`config.mk`:
```
export PLATFORM = sky130hd
export DESIGN_NAME = sync_fifo
export DESIGN_NICKNAME = d
export VERILOG_FILES = /design/src/verilog/sync_fifo.sv
export SDC_FILE = /design/constraint.sdc
export NUM_CORES = 1
export LEC_CHECK = 0
export BUFFER_PORTS_ARGS = -buffer_cell sky130_fd_sc_hd__buf_4
export CORE_ASPECT_RATIO = 0.7
export CORE_MARGIN = 5
export CORE_UTILIZATION = 44
export DETAILED_ROUTE_END_ITERATION = 12
export HOLD_SLACK_MARGIN = 0.15
export RECOVER_POWER = 50
export SLEW_MARGIN = 30
export SYNTH_ARGS = -nofsm -noshare
export SYNTH_HDL_FRONTEND = slang
export SYNTH_SLANG_ARGS = --single-unit
```
`constraint.sdc`:
```
create_clock -name clk -period 6 [get_ports clk]
set_input_delay 1.2 -clock clk [delete_from_list [all_inputs] [get_ports clk]]
set_output_delay 1.2 -clock clk [all_outputs]
set_load 0.02 [all_outputs]
```
`src/verilog/sync_fifo.sv`:
```
// Show-ahead FIFO. in_ready is registered, so it stays low for one cycle after reset.
module sync_fifo #(
	parameter int WIDTH = 32,
	parameter int DEPTH = 16
) (
	input  logic             clk,
	input  logic             rst_n,
	input  logic [WIDTH-1:0] in_data,
	input  logic             in_valid,
	output logic             in_ready,
	output logic [WIDTH-1:0] out_data,
	output logic             out_valid,
	input  logic             out_ready
);
	localparam int AW = (DEPTH > 1) ? $clog2(DEPTH) : 1;
	localparam int CW = $clog2(DEPTH + 1);

	logic [WIDTH-1:0] mem [DEPTH];
	logic [AW-1:0]    wr_ptr;
	logic [AW-1:0]    rd_ptr;
	logic [CW-1:0]    count;
	logic [CW-1:0]    count_nxt;
	logic             push;
	logic             pop;

	// pointers wrap at DEPTH, any depth works
	function automatic logic [AW-1:0] ptr_inc(input logic [AW-1:0] ptr);
		return (ptr == AW'(DEPTH - 1)) ? '0 : ptr + AW'(1);
	endfunction

	assign push      = in_valid & in_ready;
	assign pop       = out_valid & out_ready;
	assign out_valid = (count != '0);
	assign out_data  = mem[rd_ptr];    // head word

	always_comb begin
		count_nxt = count;
		if (push && !pop) begin
			count_nxt = count + CW'(1);
		end else if (pop && !push) begin
			count_nxt = count - CW'(1);
		end
	end

	always_ff @(posedge clk or negedge rst_n) begin
		if (!rst_n) begin
			wr_ptr   <= '0;
			rd_ptr   <= '0;
			count    <= '0;
			in_ready <= 1'b0;
		end else begin
			if (push) begin
				wr_ptr <= ptr_inc(wr_ptr);
			end
			if (pop) begin
				rd_ptr <= ptr_inc(rd_ptr);
			end
			count    <= count_nxt;
			in_ready <= (count_nxt != CW'(DEPTH));    // low once full
		end
	end

	always_ff @(posedge clk) begin
		if (push) begin
			mem[wr_ptr] <= in_data;
		end
	end

endmodule

```
==> results.cfg, run 1 <==
[drt]
drc_errors = 0
drt-initial-drc-count = 816
ant_nets = 0
vias = 9257
wl_mm = 42.5
wire_per_inst_um = 25.8
viasPerCell = 5.62
dr.pass1.iters = 5

[clock_tree]
cts_tree = done
cts_setup_buffers = 0
h-tree-depth = 2
clock_latency_ps = 560
cts_hold_buf = 0
cts_buffers = 48
ctsLongestPathBuffers = 3
cts.sinks = 526
path_clk_slew_ps = 70
cts_root_buf = clkbuf_16
cts_resized = 0

[worst_setup_path]
ff2ff_setup_slack_ps = 3280
critPathKind = flip-flop to primary output
endpoint_kind = primary output
r2r-start = in_ready
reg2reg_depth = 5
startpoint_type = flip-flop
required_ps = 4800
crit_fanout = 35
r2r_end = mem[4][14]
critical_path_arrival_ps = 3170

[sta]
finalHoldWorstSlack_ps = 553
setup-tns-final_ps = 0
worst_slew_pin_slew_ps = 1140
skew_ps = 11.4
final_hold_viol_count = 0
drv_slew = 0
fin_crit_sh = 0.728
final.min_clock_period_ps = 4370
relSlewSlack = 0.243
max_freq_mhz = 229
setup_viol = 0
setup_ws_ps = 1630
rsz0062_at_grt = no

[layout]
regArea_sq_um = 15700
final_area_sq_um = 23000
antenna_cells = 0
final_util = 0.506
fill_cells = 3626
syn_to_final_growth_pct = 13.0
fin_cells = 1647
multi_input_area_sq_um = 4360
final_nets = 1053
drive_gt1_frac = 0.266

[floorplan]
rows = 65
fp.dieW_um = 267
coreArea_sq_um = 45400
die_h_um = 190
ios = 70
start_util = 0.447
dieArea_sq_um = 50600

[yosys]
synth_area_sq_um = 20300
yosysWarningCount = 0
synth_nets = 958
ys_seq_elements = 526
yosysUniqueCellTypes = 38
syn_inst = 915
ys_seq_area_frac = 0.774
avgSynthCellArea_sq_um = 22.2

[placed_design]
globalplace.congestion = 0.730
dp.cells = 1562
io_buffers = 69
place_area_sq_um = 21600
dp_hpwl_mm = 21.2
pre_cts_slack_ps = 2140

[power]
power.total_mw = 10.7
ir_worst_vdd_mv = 0.292
cellLeakagePower_nw = 7.24
pwr_density_cell_nw_per_um2 = 465

[global_routing]
grt-ovfl-total = 0
grt.busiest_layer = met2
grt_max_degree = 77
grt_use_met3 = 0.0324
grt_pass1_wl_mm = 64.3
gr-usage-met1 = 0.259
antenna_found_initial = 4
track_usage = 0.170
use_met2 = 0.264
grt_pass1_vias = 9610

[hold_path]
min_path_cells = 1
hold_start = count[2]
holdCritPathClass = flip-flop to flip-flop
hold_end = count[2]

[run_status]
status = complete, no violations

[run]
maxCapViolations = 0
per-layer routing:
layer	vias up	wire, um
met1	4940	20000
li1	4042	-
met3	54	1990
met5	-	53
met2	213	19900
met4	8	540
kinds of logic after synthesis:
logic type,after synthesis,synth area share
DFF,526,0.774
muxes,161,0.158
and+or+nand+nor,82,0.0246
AOI/OAI and AO/OA,80,0.0246
buffers and inverters,53,0.0113
adders and majority gates,8,0.00481
xor gates and xnor gates,5,0.00216
registers in the layout, summed over array words and instances, names as in the netlist:
register and flops:
count 5, in_ready 1, mem 512, rd_ptr 4, wr_ptr 4
worst max-delay path by stage:
stage / start / end / slack (ps) / depth (start not counted)
floorplan: rd_ptr[0] / out_data[19] / 2810 / 6
global placement: rd_ptr[0] / out_data[14] / 2170 / 6
detailed placement: rd_ptr[0] / out_data[14] / 2140 / 6
CTS: rd_ptr[0] / out_data[14] / 1540 / 6
global route: rd_ptr[0] / out_data[14] / 1310 / 6
finish: rd_ptr[0] / out_data[14] / 1630 / 6
cells in the final DEF, fill, tap and decap left out, types with 4 or more instances in the layout:
| master | synthesis | layout |
|---|---|---|
| xnor2_1 | 4 | 4 |
| clkinv_1 | 0 | 11 |
| and2_2 | 1 | 13 |
| mux2i_1 | 33 | 33 |
| ha_1 | 7 | 7 |
| dfrtp_1 | 14 | 10 |
| o21ai_0 | 6 | 6 |
| mux4_2 | 128 | 128 |
| buf_12 | 0 | 4 |
| nand2_1 | 11 | 12 |
| clkbuf_16 | 0 | 49 |
| edfxtp_1 | 512 | 512 |
| inv_1 | 4 | 4 |
| clkbuf_1 | 27 | 42 |
| nand3_1 | 5 | 5 |
| buf_4 | 0 | 55 |
| a21oi_1 | 36 | 36 |
| a211oi_1 | 32 | 32 |
| clkinv_2 | 0 | 11 |
| nor2b_1 | 33 | 33 |
cell usage after synthesis:
cell	instances	share of area
edfxtp_1	512	0.76
mux4_2	128	0.14
a21oi_1	36	0.0089
mux2i_1	33	0.016
nor2b_1	33	0.010
a211oi_1	32	0.012
clkbuf_1	27	0.0050
buf_2	18	0.0044
dfrtp_1	14	0.017
and2_1	13	0.0040
nand2_1	11	0.0020
ha_1	7	0.0043
o21ai_0	6	0.0015
and3_1	5	0.0015
nand3_1	5	0.0012
inv_1	4	0.00074
xnor2_1	4	0.0017
buf_1	3	0.00055
nand4_1	2	0.00062
nor2_1	2	0.00037
nor3_1	2	0.00049
nor3b_1	2	0.00074
a21bo_2	1	0.00049
a21o_2	1	0.00043
a311oi_1	1	0.00043
a31o_2	1	0.00043
a31oi_1	1	0.00031
and2_2	1	0.00037
and4_2	1	0.00049
and4b_1	1	0.00049
buf_6	1	0.00055
maj3_1	1	0.00049
nand2_4	1	0.00055
o22ai_1	1	0.00031
or2b_2	1	0.00043
or4_1	1	0.00037
or4b_4	1	0.00068
xor2_1	1	0.00043
report_power, final:
part,internal [mW],leakage [nW],total [mW],switching (mW)
Combinational,1.49,1.75,3.15,1.66
Sequential,4.39,4.79,4.66,0.268
Clock,1.57,0.702,2.85,1.28
critical path, cell delays in order, from the launching register on:
cell      delay [ps]
dfrtp_4          920
buf_4            440
mux4_2           530
nor2b_1          140
a211oi_1         250
a21oi_1           90
buf_4            200
cell type report:
type	count	area share
clock inverter	27	0.00780
inverter	4	0.000654
clock buffer	57	0.0547
tap	603	0.0329
timing repair buffer	94	0.0282
multi-input combinational	336	0.190
sequential	526	0.686
No activity file was read; power rests on OpenSTA's default activity.
==> run 2, diff against run 1 <==
- clock period: 6 -> 3.82 ns (I/O delays scaled with it)
==> run 2 against run 1 <==
Compared with the run above:
- worst hold slack got worse by 5.3 ps
- non-clock buffer count increased by 16
- flip-flop and latch count unchanged
- combinational power is 64% higher
- clock-buffer cell count grew 5
- register-to-register slack got worse by 2300 ps
- sequential share of layout area decreased by 1.1 points
- first-iteration DRC count is 7.8% lower
- utilization grew 0.83 points
==> results.cfg, run 2 (synthesized netlist as in run 1, its figures left out) <==
[run_status]
status = complete, no violations

[global_routing]
antenna_found_initial = 5
grt-ovfl-total = 0
grt_pass1_vias = 9565
grt_pass1_wl_mm = 64.5
track_usage = 0.171
grt_max_degree = 50

[power]
cellLeakagePower_nw = 7.42
clkPwrFrac = 0.278
power.total_mw = 17.2
pwr-share-seq = 0.423
intPower_mw = 12.1
p_comb_frac = 0.300
switching_share = 0.299
switchingPower_mw = 5.15
pwr_density_cell_nw_per_um2 = 738
ir_worst_vdd_mv = 0.361

[worst_setup_path]
crit_fanout = 22
critical_path_arrival_ps = 2860
ff2ff_setup_slack_ps = 990
r2r_end = mem[1][18]
reg2reg_depth = 4
critPathKind = flip-flop to primary output
r2r-start = in_ready
endpoint_kind = primary output
required_ps = 3060
startpoint_type = flip-flop

[clock_tree]
ctsLongestPathBuffers = 3
clock_latency_ps = 570
cts_root_buf = clkbuf_16
cts_buffers = 50
cts_setup_buffers = 0
h-tree-depth = 2
path_clk_slew_ps = 60
cts.sinks = 526
cts_tree = done

[sta]
rsz0062_at_grt = no
setup_viol = 0
setup-tns-final_ps = 0
drv_slew = 0
final.min_clock_period_ps = 3630
worst_slew_pin_slew_ps = 1440
max_freq_mhz = 276
fin_crit_sh = 0.949
skew_ps = 12.1
final_hold_viol_count = 0
setup_ws_ps = 194
relSlewSlack = 0.0370

[floorplan]
die_h_um = 190
fp.dieW_um = 267
dieArea_sq_um = 50600
ios = 70
coreArea_sq_um = 45400
rows = 65
start_util = 0.447

[hold_path]
min_path_cells = 1
holdCritPathClass = flip-flop to flip-flop
hold_start = count[2]
hold_end = count[2]

[layout]
syn_to_final_growth_pct = 14.9
fill_cells = 3568
final_nets = 1071
regMostFlops = mem
antenna_cells = 0
final_util = 0.514
drive_gt1_frac = 0.275
top_regs = mem x512, count x5
largest_reg_flops = 512
final_common_cell = edfxtp_1
final_cell_mix = edfxtp_1 (512), mux4_2 (128), buf_4 (60)

[placed_design]
io_buffers = 69
pre_cts_slack_ps = 739
dp_hpwl_mm = 23.6
globalplace.congestion = 0.725

[drt]
drc_errors = 0
wire_per_inst_um = 25.8
wl_mm = 43.1
ant_nets = 0
vias = 9376
dr.pass1.iters = 4
drt-initial-drc-count = 752
viasPerCell = 5.61

[run]
maxCapViolations = 0
-- run 2: cell count changes in the layout (fill, tap and decap cells not counted), moves of 3 or more --
cell        before  now
buf_12           4   16
clkinv_1        11   14
buf_4           55   60
clkinv_2        11    8
clkinvlp_4       3    0
inv_6            0    3
-- run 2: power groups by stage --
stage | Sequential (mW) | Clock [mW] | Combinational [mW]
global route | 7.33 | 5.15 | 5.59
global placement | 7.39 | 0 | 5.28
finish | 7.28 | 4.78 | 5.16
CTS | 7.29 | 4.89 | 5.32
detailed placement | 7.41 | 0 | 5.30
floorplan | 7.13 | 0 | 3.64
-- run 2: through the flow --
stage | cell area [sq um] | instances | hold slack, ps
2_1_floorplan | 20300 | 915 | 468
3_3_place_gp | 21900 | 1578 | 535
3_5_place_dp | 21900 | 1578 | 538
4_1_cts | 23500 | 1670 | 464
5_1_grt | 23300 | 1670 | 567
6_report | 23300 | 1670 | 548
-- run 2: layer usage --
| metal | vias up | global-route usage | routed length (um) |
|---|---|---|---|
| met5 | - | 0 | 60 |
| li1 | 4080 | - | - |
| met2 | 215 | 0.270 | 20500 |
| met3 | 68 | 0.0341 | 2330 |
| met1 | 5003 | 0.256 | 19700 |
| met4 | 10 | 0.0282 | 561 |
-- run 2: worst max-delay path by stage --
| stage | startpoint | to | depth (start not counted) |
|---|---|---|---|
| 3_3_place_gp | rd_ptr[0] | out_data[9] | 6 |
| 3_5_place_dp | rd_ptr[0] | out_data[8] | 6 |
| 4_1_cts | rd_ptr[0] | out_data[8] | 6 |
| 5_1_grt | rd_ptr[0] | out_data[8] | 6 |
| 6_report | rd_ptr[0] | out_data[17] | 6 |
| 2_1_floorplan | rd_ptr[0] | out_data[19] | 6 |
-- run 2: layout make-up --
class                           count  area (sq um)  share of cell area
Sequential cell                   526         15700               0.675
Multi-Input combinational cell    336          4360               0.187
Clock buffer                       62          1320              0.0565
Timing Repair Buffer              110           905              0.0388
Tap cell                          603           754              0.0323
Clock inverter                     29           239              0.0102
Inverter                            4          15.0            0.000644
-- run 2: repair_timing --
action | 4_1_cts | 5_1_grt
hold buffers | 1 | 0
gates resized for setup | 0 | 0
hold endpoints to repair | 14 | 0
-- run 2: worst max-delay path: stages (launching register included) --
cell	delay, ps
dfrtp_4	740
buf_4	310
mux4_2	520
nor2b_1	150
a211oi_1	260
a21oi_1	120
buf_4	190
