$ cat src/common/gac_consts.svh
// Config addresses are byte addresses with the word index in bits 9:2, and ids are 8 bits.
`ifndef GAC_CONSTS_SVH
`define GAC_CONSTS_SVH

// datapath widths
`define GAC_DATA_W       128
`define GAC_MD_W         128

// queue depths in words
`define GAC_PKT_DEPTH    256
`define GAC_MD_DEPTH     32

// action table
`define GAC_TABLE_AW     8

// module ids
`define GAC_LOCAL_MID    8'd4
`define GAC_NEXT_MID     8'd5

// configuration bus
`define GAC_CFG_AW       16
`define GAC_CFG_DW       32
`define GAC_CFG_SEL_BIT  10     // 1 selects the counter window
`define GAC_STAT_IN_PKT  8'd3
`define GAC_STAT_IN_MD   8'd5
`define GAC_STAT_OUT_PKT 8'd9

`endif

$ cat src/common/gac_pkg.sv
// Metadata layout is fixed at 128 bits and must match the upstream parser field for field.
package gac_pkg;

	// metadata record, msb first
	typedef struct packed {
		logic       pkt_src;
		logic       pkt_des;    // 1 = to cpu
		logic [5:0] in_port;
		logic [1:0] out_type;
		logic [5:0] out_port;
		logic [2:0] prio;
		logic       discard;
		logic [19:0] rsv_a;
		logic [7:0] dmid;       // bits 87:80
		logic [21:0] rsv_b;
		logic [7:0] index;      // bits 57:50
		logic [49:0] rsv_c;
	} md_t;

	// unlisted codes behave as discard
	typedef enum logic [3:0] {
		OP_CPU_FIXED  = 4'd1,
		OP_CPU_POLL   = 4'd2,
		OP_PORT       = 4'd3,
		OP_ASSIGN_MID = 4'd4
	} action_op_e;

	// one 32-bit table word
	typedef struct packed {
		action_op_e  op;        // bits 31:28
		logic [19:0] rsv;
		logic [7:0]  arg;       // port/thread in low 6 bits, or full module id
	} action_entry_t;

	typedef enum logic [1:0] {
		S_IDLE,
		S_LOOKUP,
		S_EMIT_MD,
		S_STREAM
	} exec_state_e;

	typedef enum logic [1:0] {
		C_IDLE,
		C_WRITE,
		C_READ,
		C_ACK
	} cfg_state_e;

endpackage

$ cat src/common/action_lookup_if.sv
// Lookup has a fixed one cycle latency and the table never stalls it.
`include "gac_consts.svh"

interface action_lookup_if;
	import gac_pkg::*;

	logic                     req;          // one cycle pulse
	logic [`GAC_TABLE_AW-1:0] index;
	action_entry_t            entry;
	logic                     entry_valid;  // req delayed by one cycle

	modport exec (
		output req,
		output index,
		input  entry,
		input  entry_valid
	);

	modport tbl (
		input  req,
		input  index,
		output entry,
		output entry_valid
	);

endinterface

$ cat src/action_engine/action_exec.sv
// One packet in flight. Metadata and data are both 128 bits. Words ahead of a sop are dropped.
`include "gac_consts.svh"

module action_exec (
	input  logic                   clk,
	input  logic                   rst_n,
	input  logic [`GAC_DATA_W-1:0] pkt_data,
	input  logic                   pkt_sop,
	input  logic                   pkt_eop,
	input  logic                   pkt_valid,
	output logic                   pkt_ready,
	input  gac_pkg::md_t           md_data,
	input  logic                   md_valid,
	output logic                   md_ready,
	action_lookup_if.exec          lookup,
	input  logic [5:0]             max_cpuid,
	output logic                   pkt_out_valid,
	input  logic                   pkt_out_ready,
	output logic [`GAC_DATA_W-1:0] pkt_out_data,
	output logic                   pkt_out_sop,
	output logic                   pkt_out_eop
);
	import gac_pkg::*;

	exec_state_e state;
	logic [5:0]  poll_id;      // rotating cpu thread
	logic        heads_ok;
	logic        is_local;
	logic        out_free;
	logic        last_out;
	md_t         md_new;

	// **************************************************************************
	// metadata rewrite
	// **************************************************************************
	function automatic md_t rewrite(input md_t md, input action_entry_t ent,
	                                input logic [5:0] poll);
		md_t r;
		r      = md;
		r.dmid = `GAC_NEXT_MID;
		case (ent.op)
			OP_CPU_FIXED, OP_CPU_POLL: begin
				r.pkt_des  = 1'b1;
				r.out_type = ent.op[1:0];
				r.out_port = (ent.op == OP_CPU_POLL) ? poll : ent.arg[5:0];
			end
			OP_PORT: begin
				r.pkt_des  = 1'b0;
				r.out_type = 2'd0;
				r.out_port = ent.arg[5:0];
			end
			OP_ASSIGN_MID: begin
				r.pkt_des  = 1'b1;
				r.out_type = 2'd0;
				r.dmid     = ent.arg;    // out_port kept
			end
			default: begin
				// discard only retargets dmid
			end
		endcase
		return r;
	endfunction

	assign heads_ok = md_valid & pkt_valid & pkt_sop;
	assign is_local = (md_data.dmid == `GAC_LOCAL_MID);
	assign out_free = ~pkt_out_valid | pkt_out_ready;
	assign last_out = pkt_out_valid & pkt_out_eop;
	assign md_new   = rewrite(md_data, lookup.entry, poll_id);

	assign lookup.req   = (state == S_IDLE) & heads_ok & is_local;
	assign lookup.index = md_data.index;

	// md pops when its word leaves
	assign md_ready = (state == S_EMIT_MD) & pkt_out_ready;

	always_comb begin
		case (state)
			S_IDLE:    pkt_ready = ~pkt_sop;          // flush stray words
			S_EMIT_MD: pkt_ready = pkt_out_ready;     // first word replaces md
			S_STREAM:  pkt_ready = out_free & ~last_out;
			default:   pkt_ready = 1'b0;
		endcase
	end

	// **************************************************************************
	// main fsm
	// **************************************************************************
	always_ff @(posedge clk or negedge rst_n) begin
		if (!rst_n) begin
			state         <= S_IDLE;
			poll_id       <= '0;
			pkt_out_valid <= 1'b0;
			pkt_out_data  <= '0;
			pkt_out_sop   <= 1'b0;
			pkt_out_eop   <= 1'b0;
		end else begin
			case (state)
				S_IDLE: begin
					if (heads_ok && is_local) begin
						state <= S_LOOKUP;
					end else if (heads_ok) begin
						pkt_out_data  <= md_data;    // bypass passes md unchanged
						pkt_out_sop   <= 1'b1;
						pkt_out_eop   <= 1'b0;
						pkt_out_valid <= 1'b1;
						state         <= S_EMIT_MD;
					end
				end
				S_LOOKUP: begin
					if (lookup.entry_valid) begin
						pkt_out_data  <= md_new;
						pkt_out_sop   <= 1'b1;
						pkt_out_eop   <= 1'b0;
						pkt_out_valid <= 1'b1;
						if (lookup.entry.op == OP_CPU_POLL) begin
							poll_id <= ({1'b0, poll_id} + 7'd1 < {1'b0, max_cpuid}) ?
							           poll_id + 6'd1 : 6'd0;
						end
						state <= S_EMIT_MD;
					end
				end
				S_EMIT_MD: begin
					if (pkt_out_ready) begin
						pkt_out_data <= pkt_data;    // head is the sop word
						pkt_out_sop  <= 1'b0;
						pkt_out_eop  <= pkt_eop;
						state        <= S_STREAM;
					end
				end
				S_STREAM: begin
					if (out_free && last_out) begin
						pkt_out_valid <= 1'b0;
						state         <= S_IDLE;
					end else if (out_free) begin
						pkt_out_valid <= pkt_valid;  // bubble if queue ran dry
						if (pkt_valid) begin
							pkt_out_data <= pkt_data;
							pkt_out_eop  <= pkt_eop;
						end
					end
				end
				default: begin
					pkt_out_valid <= 1'b0;
					state         <= S_IDLE;
				end
			endcase
		end
	end

endmodule

$ cat src/flat_wrapper.sv
// flat-port wrapper written by rule: the top's interface ports become plain ports
module action_exec_flat import gac_pkg::*;
  (clk, rst_n, pkt_data, pkt_sop, pkt_eop, pkt_valid, pkt_ready, md_data, md_valid, md_ready, max_cpuid, pkt_out_valid, pkt_out_ready, pkt_out_data, pkt_out_sop, pkt_out_eop, lookup_req, lookup_index, lookup_entry, lookup_entry_valid);
  action_lookup_if lookup_i ();
  input  logic clk;
  input  logic rst_n;
  input  logic [`GAC_DATA_W-1:0] pkt_data;
  input  logic pkt_sop;
  input  logic pkt_eop;
  input  logic pkt_valid;
  output logic pkt_ready;
  input  gac_pkg::md_t md_data;
  input  logic md_valid;
  output logic md_ready;
  input  logic [5:0] max_cpuid;
  output logic pkt_out_valid;
  input  logic pkt_out_ready;
  output logic [`GAC_DATA_W-1:0] pkt_out_data;
  output logic pkt_out_sop;
  output logic pkt_out_eop;
  output wire logic [$bits(lookup_i.req)-1:0] lookup_req;
  output wire logic [$bits(lookup_i.index)-1:0] lookup_index;
  input wire logic [$bits(lookup_i.entry)-1:0] lookup_entry;
  input wire logic [$bits(lookup_i.entry_valid)-1:0] lookup_entry_valid;
  assign lookup_req = lookup_i.req;
  assign lookup_index = lookup_i.index;
  assign lookup_i.entry = lookup_entry;
  assign lookup_i.entry_valid = lookup_entry_valid;
  action_exec u_core (.clk(clk), .rst_n(rst_n), .pkt_data(pkt_data), .pkt_sop(pkt_sop), .pkt_eop(pkt_eop), .pkt_valid(pkt_valid), .pkt_ready(pkt_ready), .md_data(md_data), .md_valid(md_valid), .md_ready(md_ready), .lookup(lookup_i), .max_cpuid(max_cpuid), .pkt_out_valid(pkt_out_valid), .pkt_out_ready(pkt_out_ready), .pkt_out_data(pkt_out_data), .pkt_out_sop(pkt_out_sop), .pkt_out_eop(pkt_out_eop));
endmodule
$ cat config.mk
export PLATFORM = sky130hd
export DESIGN_NAME = action_exec_flat
export DESIGN_NICKNAME = d
export VERILOG_FILES = /design/src/common/gac_pkg.sv /design/src/common/action_lookup_if.sv /design/src/action_engine/action_exec.sv /design/src/flat_wrapper.sv
export VERILOG_INCLUDE_DIRS = /design/src /design/src/common
export SDC_FILE = /design/constraint.sdc
export NUM_CORES = 1
export LEC_CHECK = 0
export BUFFER_PORTS_ARGS = -buffer_cell sky130_fd_sc_hd__buf_2
export CORE_AREA = 5 5 169 171
export DETAILED_ROUTE_END_ITERATION = 8
export DIE_AREA = 0 0 174 176
export GPL_ROUTABILITY_DRIVEN = 0
export SYNTH_ARGS = -nofsm -noshare
export SYNTH_HDL_FRONTEND = slang
export SYNTH_SLANG_ARGS = --single-unit
$ cat constraint.sdc
create_clock -name clk -period 4.6 [get_ports clk]
set_clock_uncertainty 0.1 [all_clocks]
set_input_delay 0.46 -clock clk [delete_from_list [all_inputs] [get_ports clk]]
set_output_delay 0.46 -clock clk [all_outputs]
set_load 0.02 [all_outputs]
==> impl_metrics.toml <==
[run_status]
status = "complete, no violations"

[floorplanning]
num_rows = 60
boundaryPins = 444
dieArea_um2 = 30600
core_um2 = 26700
die_x_um = 174
start_util_pct = 27.9
die_h_um = 176

[final_layout]
n_antenna_cell = 0
register_area_um2 = 3480
multi_input_area_um2 = 3650
nets = 1334
drive_gt1_share_pct = 45.6
fillCellCount = 2663
syn_to_final_growth_pct = 39.1

[timing]
drv_slew = 0
rsz0062_at_grt = "false"
setup_tns_ns = 0
max_freq_mhz = 314
fin_hold_ws_ns = 0.000540
hold_viol_final = 0
final-setup-viol-count = 0
relSlewSlack_pct = 17.3
tightest_slew_ns = 1.24
fin_crit_sh_pct = 69.3
period_minus_slack_ns = 3.19

[clock_tree]
cts_made_buffers = 17
cts_sinks = 139
cts_resized = 0
cts_buffer_depth = 2
tritoncts = "yes"
postCtsSetupBuffers = 0
path_clk_slew_ns = 0.07
cts_max_level = 4
clk_latency_ns = 0.42
cts-root-buf = "clkbuf_16"
hold_buffers = 0

[synthesis]
syn_nets = 946
synth_edf_count = 0
synth_cells = 633
ys_ff_latch = 139
ys_async_sr_fraction_pct = 100
yosysMostFrequentCell = "dfrtp_1"
syn-cell-area_um2 = 7460
synth_flop_cell = "dfrtp_1"
synth_area_per_cell_um2 = 11.8
yosysUniqueCellTypes = 55
yosysTopAreaCell = "dfrtp_1"
yosysTopAreaCellShare_pct = 46.6
yosys-top-cells-area = "dfrtp_1, mux2_1, a22o_1, ha_1, clkbuf_1"
synth-seq-area-share_pct = 46.6
synth_warnings = 0
synth_commonest_cells = "dfrtp_1, mux2_1, a22o_1"

[routing]
wirelength_um = 25300
wl_per_cell_um = 18.4
drc = 0
route.vias.total = 6749
drtIter0Drc = 349
vias_per_cell = 4.91
drtAntennaViolNets = 0
dr.pass1.iters = 5

[pwr]
power_per_cell_area_nw_per_um2 = 763
leakage_nw = 5.45
ir_drop_mv = 0.590

[global_routing]
grt_start_max_net_pins = 112
grt_use_total_pct = 15.9
antenna_found_initial = 1
grt_pass1_vias = 6899
grt_pass1_wl_um = 38600
grt_overflow = 0

[placement]
hpwlAfterDp_um = 19500
port_buffers = 423

[worst_hold_path]
hold_class = "in -> async"

[setup_path]
worstPathMaxFanout = 111
crit_required_ns = 4.85
worstSetupPathType = "reg -> reg"
ff2ff_path_depth = 5
rrSetupSlack_ns = 1.41
crit_path_start_kind = "flop"
cp-end-kind = "flop"
reg2reg_to = "u_core.pkt_out_data[47]$_DFFE_PN0P_"
critical_path_arrival_ns = 3.44
worstReg2RegStart = "u_core.state[0]$_DFFE_PN0P_"

[flow_run]
cap_viol_max_count = 0
==> per-stage QoR <==
step / util, % / worst slack [ns] / instances / area (µm²) / power, W
3_5_place_dp: 36.7 / 1.41 / 1343 / 9810 / 0.00670
5_1_grt: 38.8 / 1.19 / 1375 / 10400 / 0.00849
3_3_place_gp: 36.7 / 1.47 / 1343 / 9810 / 0.00662
4_1_cts: 38.8 / 1.40 / 1375 / 10400 / 0.00809
6_report: 38.8 / 1.41 / 1375 / 10400 / 0.00792
2_1_floorplan: - / 2.15 / 633 / 7460 / 0.00529
==> power by group <==
part | internal, W | total (W) | switching, W
logic | 0.00190 | 0.00451 | 0.00261
clock network | 0.000729 | 0.00134 | 0.000607
registers | 0.00182 | 0.00208 | 0.000256
==> cell usage in the layout (no fill, tap or decap), types with 6 or more instances in the layout <==
master / instances
buf_2: 422
dfrtp_1: 139
mux2_1: 129
a22o_1: 111
nand2_1: 30
a21oi_1: 22
inv_1: 18
clkbuf_16: 17
ha_1: 11
and3_1: 9
a21o_1: 8
nor2_1: 7
nand3b_1: 7
o32a_1: 6
a221o_1: 6
==> logic make-up after synthesis <==
family / after synthesis / share of synthesized area (%)
mux: 131 / 19.8
flops: 139 / 46.6
fa+ha+maj: 11 / 1.84
compound gates: 185 / 20.4
xor+xnor: 4 / 0.470
buf+inv: 79 / 4.76
simple gates: 84 / 6.14
==> state kept, by name, summed over array words and instances, names as in the netlist <==
register and cells:
u_core.pkt_out_data 128, u_core.pkt_out_eop 1, u_core.pkt_out_sop 1, u_core.pkt_out_valid 1, u_core.poll_id 6, u_core.state 2
==> how the worst max path moves through the flow <==
stage                     slack [ns]  cells after the start                        start                                   to
after CTS                       1.40                      5  u_core.state[0]$_DFFE_PN0P_  u_core.pkt_out_data[10]$_DFFE_PN0P_
after floorplan                 2.15                      8  u_core.state[1]$_DFFE_PN0P_        u_core.poll_id[2]$_DFFE_PN0P_
final                           1.41                      5  u_core.state[0]$_DFFE_PN0P_  u_core.pkt_out_data[47]$_DFFE_PN0P_
after detailed placement        1.41                      5  u_core.state[0]$_DFFE_PN0P_  u_core.pkt_out_data[10]$_DFFE_PN0P_
after global placement          1.47                      5  u_core.state[0]$_DFFE_PN0P_  u_core.pkt_out_data[10]$_DFFE_PN0P_
after global routing            1.19                      5  u_core.state[0]$_DFFE_PN0P_  u_core.pkt_out_data[47]$_DFFE_PN0P_
==> cell type report <==
cell class	count	area share, %
multi-input combinational	415	35.2
sequential	139	33.5
timing repair buffer	429	21.0
clock buffer	18	4.23
tap	341	4.11
clock inverter	14	1.28
inverter	19	0.687
==> critical path, cell delays in order, from the launching register on <==
cell and delay, ns:
dfrtp_1 0.41, inv_1 0.12, ha_1 0.88, or2_4 1.07, a22o_1 0.33, mux2_1 0.14
==> per-layer routing <==
| metal | vias up | GRT usage (%) | part of all wire [%] |
|---|---|---|---|
| li1 | 3176 | - | - |
| met1 | 3253 | 20.1 | 42 |
| met2 | 297 | 26.4 | 49 |
| met3 | 21 | 5.03 | 7.8 |
| met4 | 2 | 4.42 | 1.6 |
| met5 | - | 0 | 0.051 |
No activity file was read; power rests on OpenSTA's default activity.
