### src/common/gac_consts.svh
// Config addresses are byte addresses with the word index in bits 9:2, and ids are 8 bits.
`ifndef GAC_CONSTS_SVH
`define GAC_CONSTS_SVH

// datapath widths
`define GAC_DATA_W       128
`define GAC_MD_W         128

// queue depths in words
`define GAC_PKT_DEPTH    256
`define GAC_MD_DEPTH     32

// action table
`define GAC_TABLE_AW     8

// module ids
`define GAC_LOCAL_MID    8'd4
`define GAC_NEXT_MID     8'd5

// configuration bus
`define GAC_CFG_AW       16
`define GAC_CFG_DW       32
`define GAC_CFG_SEL_BIT  10     // 1 selects the counter window
`define GAC_STAT_IN_PKT  8'd3
`define GAC_STAT_IN_MD   8'd5
`define GAC_STAT_OUT_PKT 8'd9

`endif

### src/verilog/gac_stats.sv
// Counters are 32 bits and wrap silently. Unknown word indices read as 0.
`include "gac_consts.svh"

module gac_stats (
	input  logic        clk,
	input  logic        rst_n,
	input  logic        pkt_in_done,
	input  logic        md_in_done,
	input  logic        pkt_out_done,
	input  logic [7:0]  sel,
	output logic [31:0] value
);
	logic [31:0] cnt [3];
	logic [2:0]  hit;

	assign hit = {pkt_out_done, md_in_done, pkt_in_done};

	always_ff @(posedge clk or negedge rst_n) begin
		if (!rst_n) begin
			for (int i = 0; i < 3; i++) begin
				cnt[i] <= '0;
			end
		end else begin
			for (int i = 0; i < 3; i++) begin
				if (hit[i]) begin
					cnt[i] <= cnt[i] + 32'd1;
				end
			end
		end
	end

	// read select
	always_comb begin
		case (sel)
			`GAC_STAT_IN_PKT:  value = cnt[0];
			`GAC_STAT_IN_MD:   value = cnt[1];
			`GAC_STAT_OUT_PKT: value = cnt[2];
			default:           value = 32'd0;
		endcase
	end

endmodule

### config.mk
export PLATFORM = sky130hd
export DESIGN_NAME = gac_stats
export DESIGN_NICKNAME = d
export VERILOG_FILES = /design/src/verilog/gac_stats.sv
export VERILOG_INCLUDE_DIRS = /design/src /design/src/common
export SDC_FILE = /design/constraint.sdc
export NUM_CORES = 1
export LEC_CHECK = 0
export BUFFER_PORTS_ARGS = -buffer_cell sky130_fd_sc_hd__buf_2
export CORE_AREA = 2 2 109 111
export DETAILED_ROUTE_END_ITERATION = 10
export DIE_AREA = 0 0 111 113
export GPL_TIMING_DRIVEN = 0
export PLACE_DENSITY = 0.64
export SYNTH_ARGS = -nofsm -noshare
export SYNTH_HDL_FRONTEND = slang
export SYNTH_SLANG_ARGS = --single-unit
### constraint.sdc
create_clock -name clk -period 2.7 [get_ports clk]
set_input_delay 0.54 -clock clk [delete_from_list [all_inputs] [get_ports clk]]
set_output_delay 0.54 -clock clk [all_outputs]
set_load 0.1 [all_outputs]
==> flow_metrics.py, run 1 <==
metrics = {
    "worst_hold_path": {
        "min-delay-path-class": "input pin to async pin",
    },
    "sta": {
        "tns_ns": 0,
        "hold_violations": 0,
        "layout_min_cycle_time_ns": 2.65,
        "finalSetupViolations": 0,
        "fin_skew_ns": 0.00487,
        "slew_headroom_pct": 62.0,
        "max_freq_mhz": 377,
        "finalCritPeriodShare_pct": 98.3,
        "tightest_slew_ns": 0.565,
        "holdWs_ns": 0.137,
        "drv_slew": 0,
    },
    "power": {
        "power.density_nw_per_um2": 519,
        "p_leak_nw": 2.75,
        "peakVddDrop_mv": 0.619,
    },
    "worst_setup_path": {
        "crit_type": "input pin to output port",
        "end_kind": "output port",
        "crit_fanout": 10,
        "required_ns": 2.16,
        "cp.arrival_ns": 2.11,
        "worstSetupStartpointType": "input pin",
    },
    "clocking": {
        "cts_hold_buf": 0,
        "clk_pin_slew_ns": 0.07,
        "cts.sinks": 96,
        "tritoncts": "built",
        "cts-root-buf": "clkbuf_16",
        "cts_buffer_depth": 2,
        "cts_htree_levels": 3,
        "insertion_delay_ns": 0.35,
        "cts_buffers": 9,
    },
    "final_layout": {
        "area_growth_pct": 35.7,
        "fin_nets": 546,
        "regMostFlops": "cnt",
        "layout-drive-gt1-share_pct": 23.2,
        "reg_top3": "cnt: 96 flops",
        "diodes": 0,
        "largest_register_ffs": 96,
    },
    "route": {
        "dr.pass1.iters": 8,
        "wirelength_microns": 12700,
        "drt-initial-drc-count": 226,
        "drc": 0,
        "ant_nets": 0,
        "wl_per_cell_microns": 18.7,
        "via_per_inst": 5.70,
        "num_vias": 3862,
    },
    "synth": {
        "netlist_area_sq_um": 5020,
        "ys_types": 31,
        "synth_top_area_cell": "dfrtp_1",
        "yosys-top-cells-area": "dfrtp_1 48%, xnor2_1 10%, xor2_1 6.1%",
        "async_flop_share_pct": 100,
        "synth_warnings": 0,
        "avgSynthCellArea_sq_um": 10.6,
        "synth-seq-cells": 96,
        "synth_cells": 473,
        "synth_edf_count": 0,
        "yosysSeqAreaShare_pct": 47.8,
        "synth_top_area_share_pct": 47.8,
        "ys.flop_type": "dfrtp_1",
        "synth_nets": 489,
    },
    "global_route": {
        "grt_pass1_vias": 3908,
        "grt_antenna_before_repair": 0,
        "grt_pass1_wl_microns": 21000,
        "gr-total-overflow": 0,
        "grt_max_degree": 64,
        "grt_usage_pct": 21.3,
    },
    "floorplan": {
        "dieArea_sq_um": 12500,
        "coreArea_sq_um": 11300,
        "initial_core_util_pct": 44.6,
        "die_y_microns": 113,
        "io-pin-count": 45,
        "floorplan.rows": 39,
        "fp.dieW_microns": 111,
    },
    "placement": {
        "port_buffers": 44,
        "place.gp.congestion": 0.822,
        "hpwl_microns": 9140,
    },
    "run_status": {
        "outcome": "finished clean",
    },
    "flow_run": {
        "maxCapViolCount": 0,
    },
}
[routing by layer]
layer	part of all wire [%]	wire length (microns)	vias to the layer above	global-route usage, %
li1	-	-	1845	-
met2	49	6200	78	33.9
met3	3.2	406	11	3.00
met5	0	0	-	0
met4	1.4	172	0	8.42
met1	47	5920	1928	29.8
[timing repair]
action / in CTS / in global routing
hold endpoints to repair: 0 / 0
pin swaps: 1 / 1
setup endpoints to repair: 32 / 31
setup buffers: 1 / 0
resized for setup: 72 / 65
cloned: 1 / 0
[area by class of cell]
cell class | count | area (sq um)
fill | 895 | 4460
multi-input combinational | 340 | 3030
sequential | 96 | 2400
timing repair buffer | 47 | 673
clock buffer | 14 | 264
buffer | 28 | 196
tap | 143 | 179
clock inverter | 2 | 37.5
inverter | 8 | 30.0
[metrics by stage]
stage / area, sq um / power (mW) / utilization [%] / worst slack [ns] / cells
floorplan: 5600 / 2.08 / - / -0.562 / 473
global placement: 5990 / 2.22 / 53.2 / -0.660 / 660
detailed placement: 6020 / 2.24 / 53.4 / -0.630 / 661
CTS: 6590 / 3.56 / 58.5 / 0.00320 / 679
global route: 6810 / 3.71 / 60.5 / -0.0195 / 678
finish: 6810 / 3.53 / 60.5 / 0.0465 / 678
[cells in the mapped netlist (3+ instances only)]
| cell | instances |
|---|---|
| a22oi_1 | 32 |
| and3_1 | 12 |
| and4_1 | 14 |
| clkbuf_1 | 26 |
| dfrtp_1 | 96 |
| ha_1 | 3 |
| inv_1 | 8 |
| mux2_2 | 3 |
| nand2_1 | 35 |
| nand3_1 | 30 |
| nand4_1 | 28 |
| nor2_1 | 13 |
| nor3_1 | 17 |
| nor4_1 | 8 |
| nor4_2 | 6 |
| o2bb2ai_1 | 32 |
| xnor2_1 | 58 |
| xor2_1 | 35 |
[path summary, 6_finish.rpt]
| kind | from | to | slack [ns] | cells after the start |
|---|---|---|---|---|
| setup / recovery | sel[5] | value[0] | 0.05 | 8 |
| hold / removal | rst_n | cnt[68]$_DFFE_PN0P_ | 0.14 | 1 |
| setup reg to reg | cnt[43]$_DFFE_PN0P_ | cnt[59]$_DFFE_PN0P_ | 0.73 | 6 |
| hold reg to reg | cnt[31]$_DFFE_PN0P_ | cnt[31]$_DFFE_PN0P_ | 0.48 | 1 |
| max in group asynchronous | rst_n | cnt[39]$_DFFE_PN0P_ | 1.89 | 2 |
| min in group clk | pkt_in_done | cnt[64]$_DFFE_PN0P_ | 0.42 | 2 |
[cells by family after synthesis]
| kind of cell | count (synthesis) | synth area share (%) |
|---|---|---|
| xor+xnor | 93 | 16.2 |
| simple gates | 177 | 21.1 |
| fa+ha+maj | 3 | 0.747 |
| mux | 3 | 0.673 |
| flops | 96 | 47.8 |
| buf+inv | 37 | 3.06 |
| compound gates | 64 | 10.4 |
[power by group]
| group | switching [mW] | internal (mW) | total [mW] |
|---|---|---|---|
| sequential | 0.231 | 1.59 | 1.82 |
| combinational | 0.214 | 0.192 | 0.405 |
| clock | 0.541 | 0.770 | 1.31 |
[critical path, cell delays in order]
cell       delay [ns]
buf_2            0.10
nor4_1           0.27
nand2_1          0.16
nor4b_4          0.30
buf_6            0.19
buf_8            0.20
o2bb2ai_2        0.16
buf_12           0.20
[layout by cell type (no fill, tap or decap), drive strengths merged]
| cell type | instances |
|---|---|
| buf | 52 |
| xor2 | 35 |
| inv | 8 |
| and4 | 14 |
| nor2 | 13 |
| nand4 | 30 |
| or2 | 2 |
| clkbuf | 37 |
| nand2 | 36 |
| or4 | 2 |
| nor4b | 1 |
| bufinv | 1 |
| a22oi | 32 |
| mux2 | 3 |
| and3 | 13 |
| o2bb2ai | 32 |
| xnor2 | 58 |
| dfrtp | 96 |
| clkinvlp | 1 |
| ha | 3 |
| and2 | 1 |
| nand3 | 31 |
| nor4 | 15 |
| nor3 | 17 |
| nor2b | 2 |
Note: power is estimated with default switching activity, not from simulation.
==> inputs of run 2 (changes only) <==
PLACE_DENSITY = unset   (was 0.64)
==> run 2 against run 1 <==
Largest power group unchanged. Worst setup slack lost 0.0015 ns. Sequential cell count stayed put. Clock power barely moved. Critical path depth is the same. Sequential power barely moved. Non-clock buffer count grew 1.
==> flow_metrics.py, run 2 (synthesis results as in run 1) <==
metrics = {
    "placement": {
        "dp_cells": 661,
        "place.gp.congestion": 0.880,
        "hpwl_microns": 9160,
        "port_buffers": 44,
    },
    "clocking": {
        "tritoncts": "built",
        "cts_hold_buf": 0,
        "insertion_delay_ns": 0.35,
        "cts.sinks": 96,
        "cts_buffer_depth": 2,
        "cts_buffers": 9,
        "cts-root-buf": "clkbuf_16",
        "clk_pin_slew_ns": 0.06,
        "cts_htree_levels": 3,
    },
    "final_layout": {
        "area_growth_pct": 35.2,
        "final_common_cell": "dfrtp_1",
        "fin_cells": 679,
        "reg_top3": "cnt: 96 flops",
        "layout-drive-gt1-share_pct": 23.3,
        "regMostFlops": "cnt",
        "multi_input_area_sq_um": 3040,
        "largest_register_ffs": 96,
        "regArea_sq_um": 2400,
        "diodes": 0,
        "fin_nets": 547,
        "post-route-util_pct": 60.2,
        "fillers": 902,
        "final_cell_mix": "96 x dfrtp_1, 58 x xnor2_1, 35 x nand2_1, 35 x xor2_1, 32 x a22oi_1",
    },
    "sta": {
        "max_freq_mhz": 377,
        "finalCritPeriodShare_pct": 98.3,
        "drv_slew": 0,
        "fin_skew_ns": 0.00881,
        "tightest_slew_ns": 0.759,
        "finalSetupViolations": 0,
        "layout_min_cycle_time_ns": 2.65,
        "tns_ns": 0,
        "slew_headroom_pct": 49.4,
        "grt_setup_unrepaired": "yes",
        "hold_violations": 0,
    },
    "global_route": {
        "grt_usage_pct": 21.6,
        "grt_antenna_before_repair": 0,
        "grt_pass1_vias": 3872,
        "grt_max_degree": 59,
        "gr-total-overflow": 0,
        "grt_pass1_wl_microns": 20900,
    },
    "route": {
        "wl_per_cell_microns": 18.7,
        "wirelength_microns": 12700,
        "via_per_inst": 5.64,
        "dr.pass1.iters": 4,
        "drc": 0,
        "num_vias": 3830,
        "ant_nets": 0,
        "drt-initial-drc-count": 249,
    },
    "power": {
        "totalPowerFinal_mw": 3.53,
        "sequentialPowerShare_pct": 51.4,
        "combPwrFrac_pct": 11.4,
        "clock_power_share_pct": 37.2,
        "p_switching_mw": 0.980,
        "p_sw_share_pct": 27.8,
        "p_leak_nw": 2.74,
        "peakVddDrop_mv": 0.405,
        "power.density_nw_per_um2": 519,
        "cell_internal_pwr_mw": 2.55,
    },
    "floorplan": {
        "initial_core_util_pct": 44.6,
        "die_y_microns": 113,
        "io-pin-count": 45,
        "dieArea_sq_um": 12500,
        "fp.dieW_microns": 111,
        "floorplan.rows": 39,
        "coreArea_sq_um": 11300,
    },
    "run_status": {
        "outcome": "finished clean",
    },
    "worst_setup_path": {
        "crit_type": "input pin to output port",
        "worstSetupStartpointType": "input pin",
        "cp.arrival_ns": 2.11,
        "required_ns": 2.16,
        "r2r_cells": 6,
        "crit_fanout": 10,
        "end_kind": "output port",
    },
    "flow_run": {
        "maxCapViolCount": 0,
    },
    "worst_hold_path": {
        "min-delay-path-class": "input pin to async pin",
    },
}
==> run 2: final timing paths <==
path,slack [ns],endpoint,start
setup reg to reg,0.68,cnt[61]$_DFFE_PN0P_,cnt[43]$_DFFE_PN0P_
min in group clk,0.43,cnt[64]$_DFFE_PN0P_,pkt_in_done
hold reg to reg,0.48,cnt[31]$_DFFE_PN0P_,cnt[31]$_DFFE_PN0P_
hold / removal,0.26,cnt[65]$_DFFE_PN0P_,rst_n
max in group asynchronous,1.76,cnt[55]$_DFFE_PN0P_,rst_n
setup / recovery,0.05,value[0],sel[5]
==> run 2: power by group through the flow <==
| stage | Clock (mW) | Sequential, mW | Combinational (mW) |
|---|---|---|---|
| after floorplan | 0 | 1.78 | 0.299 |
| after global placement | 0 | 1.83 | 0.383 |
| after detailed placement | 0 | 1.84 | 0.400 |
| after CTS | 1.35 | 1.81 | 0.404 |
| after global routing | 1.40 | 1.85 | 0.453 |
| final | 1.31 | 1.81 | 0.401 |
==> run 2: layer usage <==
layer	global-route usage, %	wire, microns
met5	0	0
met4	8.92	278
met3	3.54	319
met2	33.2	5970
met1	30.6	6120
==> run 2: critical path, cell delays in order <==
cell	delay [ns]
buf_2	0.10
nor4_2	0.26
nand2_1	0.14
or2_2	0.29
clkbuf_1	0.14
buf_4	0.24
o2bb2ai_2	0.20
buf_12	0.20
==> run 2: metrics by stage <==
stage          cell area [sq um]  hold WS, ns  setup slack (ns)
2_1_floorplan               5600        0.244            -0.562
3_3_place_gp                5990        0.462            -0.640
3_5_place_dp                6020        0.464            -0.626
4_1_cts                     6570        0.295           -0.0408
5_1_grt                     6790        0.341           -0.0427
6_report                    6790        0.259            0.0450
==> run 2: layout make-up <==
class	instances	area share (%)
multi-input combinational	340	44.7
tap	143	2.64
buffer	29	2.65
clock inverter	2	0.553
inverter	8	0.442
timing repair buffer	47	9.69
clock buffer	14	3.89
sequential	96	35.4
==> run 2: what timing repair did <==
action                                 CTS  global route
cloned                                   1             0
setup buffers                            1             0
pin swaps                                1             0
resized for setup                       69            65
setup endpoints to repair               32            32
endpoints found under the hold margin    0             0
==> inputs of run 3 (changes only) <==
REMOVE_ABC_BUFFERS = 1   (was unset)
clock period = 2.3 ns   (was 2.7 ns; I/O delays follow)
==> run 3 against run 2 <==
The flow now finishes with violations (setup timing). Routed wire length grew 5.3%. Critical path type unchanged. Combinational power grew 25%. Register-to-register slack lost 0.40 ns. Highest routed layer unchanged. Largest cell class unchanged. First-iteration DRC count shrank 9.2%.
==> flow_metrics.py, run 3 (synthesis results as in run 1) <==
metrics = {
    "run_status": {
        "outcome": "finished with violations",
        "violations": "setup timing",
    },
    "floorplan": {
        "floorplan.rows": 39,
        "dieArea_sq_um": 12500,
        "fp.dieW_microns": 111,
        "coreArea_sq_um": 11300,
        "io-pin-count": 45,
        "die_y_microns": 113,
        "initial_core_util_pct": 44.6,
    },
    "clocking": {
        "tritoncts": "built",
        "cts-root-buf": "clkbuf_16",
        "cts_buffer_depth": 2,
        "cts_htree_levels": 3,
        "insertion_delay_ns": 0.33,
        "clk_pin_slew_ns": 0.06,
        "cts_hold_buf": 0,
        "cts.sinks": 96,
        "cts_buffers": 9,
    },
    "global_route": {
        "gr-total-overflow": 0,
        "grt_antenna_before_repair": 0,
        "grt_pass1_wl_microns": 22000,
        "grt_max_degree": 62,
        "grt_usage_pct": 22.1,
        "grt_pass1_vias": 4013,
    },
    "worst_setup_path": {
        "path_common_cell": "buf_6",
        "regToRegStartpoint": "cnt[67]$_DFFE_PN0P_",
        "rrSetupSlack_ns": 0.28,
        "worstSetupStartpointType": "input pin",
        "reg2reg_to": "cnt[95]$_DFFE_PN0P_",
        "required_ns": 1.84,
        "crit_fanout": 6,
        "crit_family": "buffers and inverters",
        "crit_chain": "buf_6 -> nor4_4 -> nand2_2 -> nor4b_4 -> buf_6 -> buf_6 -> buf_6 -> o2bb2ai_4 -> buf_12",
        "r2r_cells": 4,
        "slowest_stage": "nor4_4",
        "cp_num_buf_inv": 5,
        "crit_type": "input pin to output port",
        "cpPeakStageDelay_ns": 0.28,
        "end_kind": "output port",
        "cp.arrival_ns": 1.98,
    },
    "sta": {
        "holdWs_ns": 0.0865,
        "drv_slew": 0,
        "finalSetupViolations": 31,
        "slew_headroom_pct": 57.6,
        "grt_setup_unrepaired": "yes",
        "tightest_slew_ns": 0.634,
        "fin_skew_ns": 0.00718,
        "hold_violations": 0,
        "max_freq_mhz": 409,
        "tns_ns": -2.28,
        "layout_min_cycle_time_ns": 2.44,
        "timing.final.ws_setup_ns": -0.144,
        "finalCritPeriodShare_pct": 106,
    },
    "power": {
        "p_leak_nw": 2.78,
        "combPwrFrac_pct": 12.2,
        "cell_internal_pwr_mw": 2.96,
        "sequentialPowerShare_pct": 51.9,
        "p_sw_share_pct": 28.2,
        "p_switching_mw": 1.16,
        "peakVddDrop_mv": 0.510,
        "clock_power_share_pct": 35.9,
        "power.density_nw_per_um2": 595,
        "totalPowerFinal_mw": 4.12,
    },
    "final_layout": {
        "fin_nets": 532,
        "largest_register_ffs": 96,
        "reg_top3": "cnt: 96 flops",
        "regArea_sq_um": 2400,
        "final_cell_mix": "96 x dfrtp_1, 58 x xnor2_1, 36 x buf_12",
        "final_common_cell": "dfrtp_1",
        "regMostFlops": "cnt",
        "area_growth_pct": 37.9,
        "finalInstanceArea_sq_um": 6930,
        "fillers": 841,
        "post-route-util_pct": 61.4,
        "fin_cells": 663,
        "diodes": 0,
        "multi_input_area_sq_um": 3080,
        "layout-drive-gt1-share_pct": 24.8,
    },
    "route": {
        "drt-initial-drc-count": 226,
        "via_per_inst": 5.87,
        "wl_per_cell_microns": 20.2,
        "num_vias": 3889,
        "drc": 0,
        "dr.pass1.iters": 5,
        "wirelength_microns": 13400,
        "ant_nets": 0,
    },
    "flow_run": {
        "maxCapViolCount": 0,
    },
    "placement": {
        "hpwl_microns": 8190,
        "dp_cells": 637,
        "place_area_sq_um": 5420,
        "place.gp.congestion": 0.785,
        "port_buffers": 44,
        "dp_slack_ns": -0.436,
    },
    "worst_hold_path": {
        "min-delay-path-class": "input pin to async pin",
    },
}
run 3: cell type report:
class,count,area share [%]
multi-input cells,343,44.5
repair buffers,58,13.7
inverters,8,0.434
clock inverters,3,0.614
clock buffers,12,3.56
flip-flops and latches,96,34.7
well taps,143,2.58
run 3: worst max path at each step:
stage / from / end / slack (ns) / cells past startpoint
3_3_place_gp: sel[5] / value[9] / -3.92 / 6
3_5_place_dp: sel[5] / value[21] / -0.44 / 8
2_1_floorplan: sel[5] / value[0] / -2.48 / 4
6_report: sel[4] / value[11] / -0.14 / 9
4_1_cts: sel[6] / value[9] / -0.19 / 9
5_1_grt: sel[4] / value[11] / -0.17 / 9
run 3: power groups by stage:
stage / clock, mW / sequential, mW / combinational (mW)
2_1_floorplan: 0 / 2.06 / 0.319
3_3_place_gp: 0 / 2.13 / 0.418
3_5_place_dp: 0 / 2.13 / 0.454
4_1_cts: 1.51 / 2.12 / 0.493
5_1_grt: 1.57 / 2.17 / 0.571
6_report: 1.48 / 2.14 / 0.503
run 3: repair_timing:
item                       in CTS  in global routing
resized for setup             192                 21
pin swaps                       6                  5
cloned                          5                  0
buffers inserted               11                  1
setup endpoints to repair      32                 32
run 3: per-layer routing:
layer	routed length (microns)	track usage (%)	share of wire, %
met1	5830	30.5	44
met2	6790	36.9	51
met4	171	6.58	1.3
met5	0	0	0
met3	571	2.95	4.3
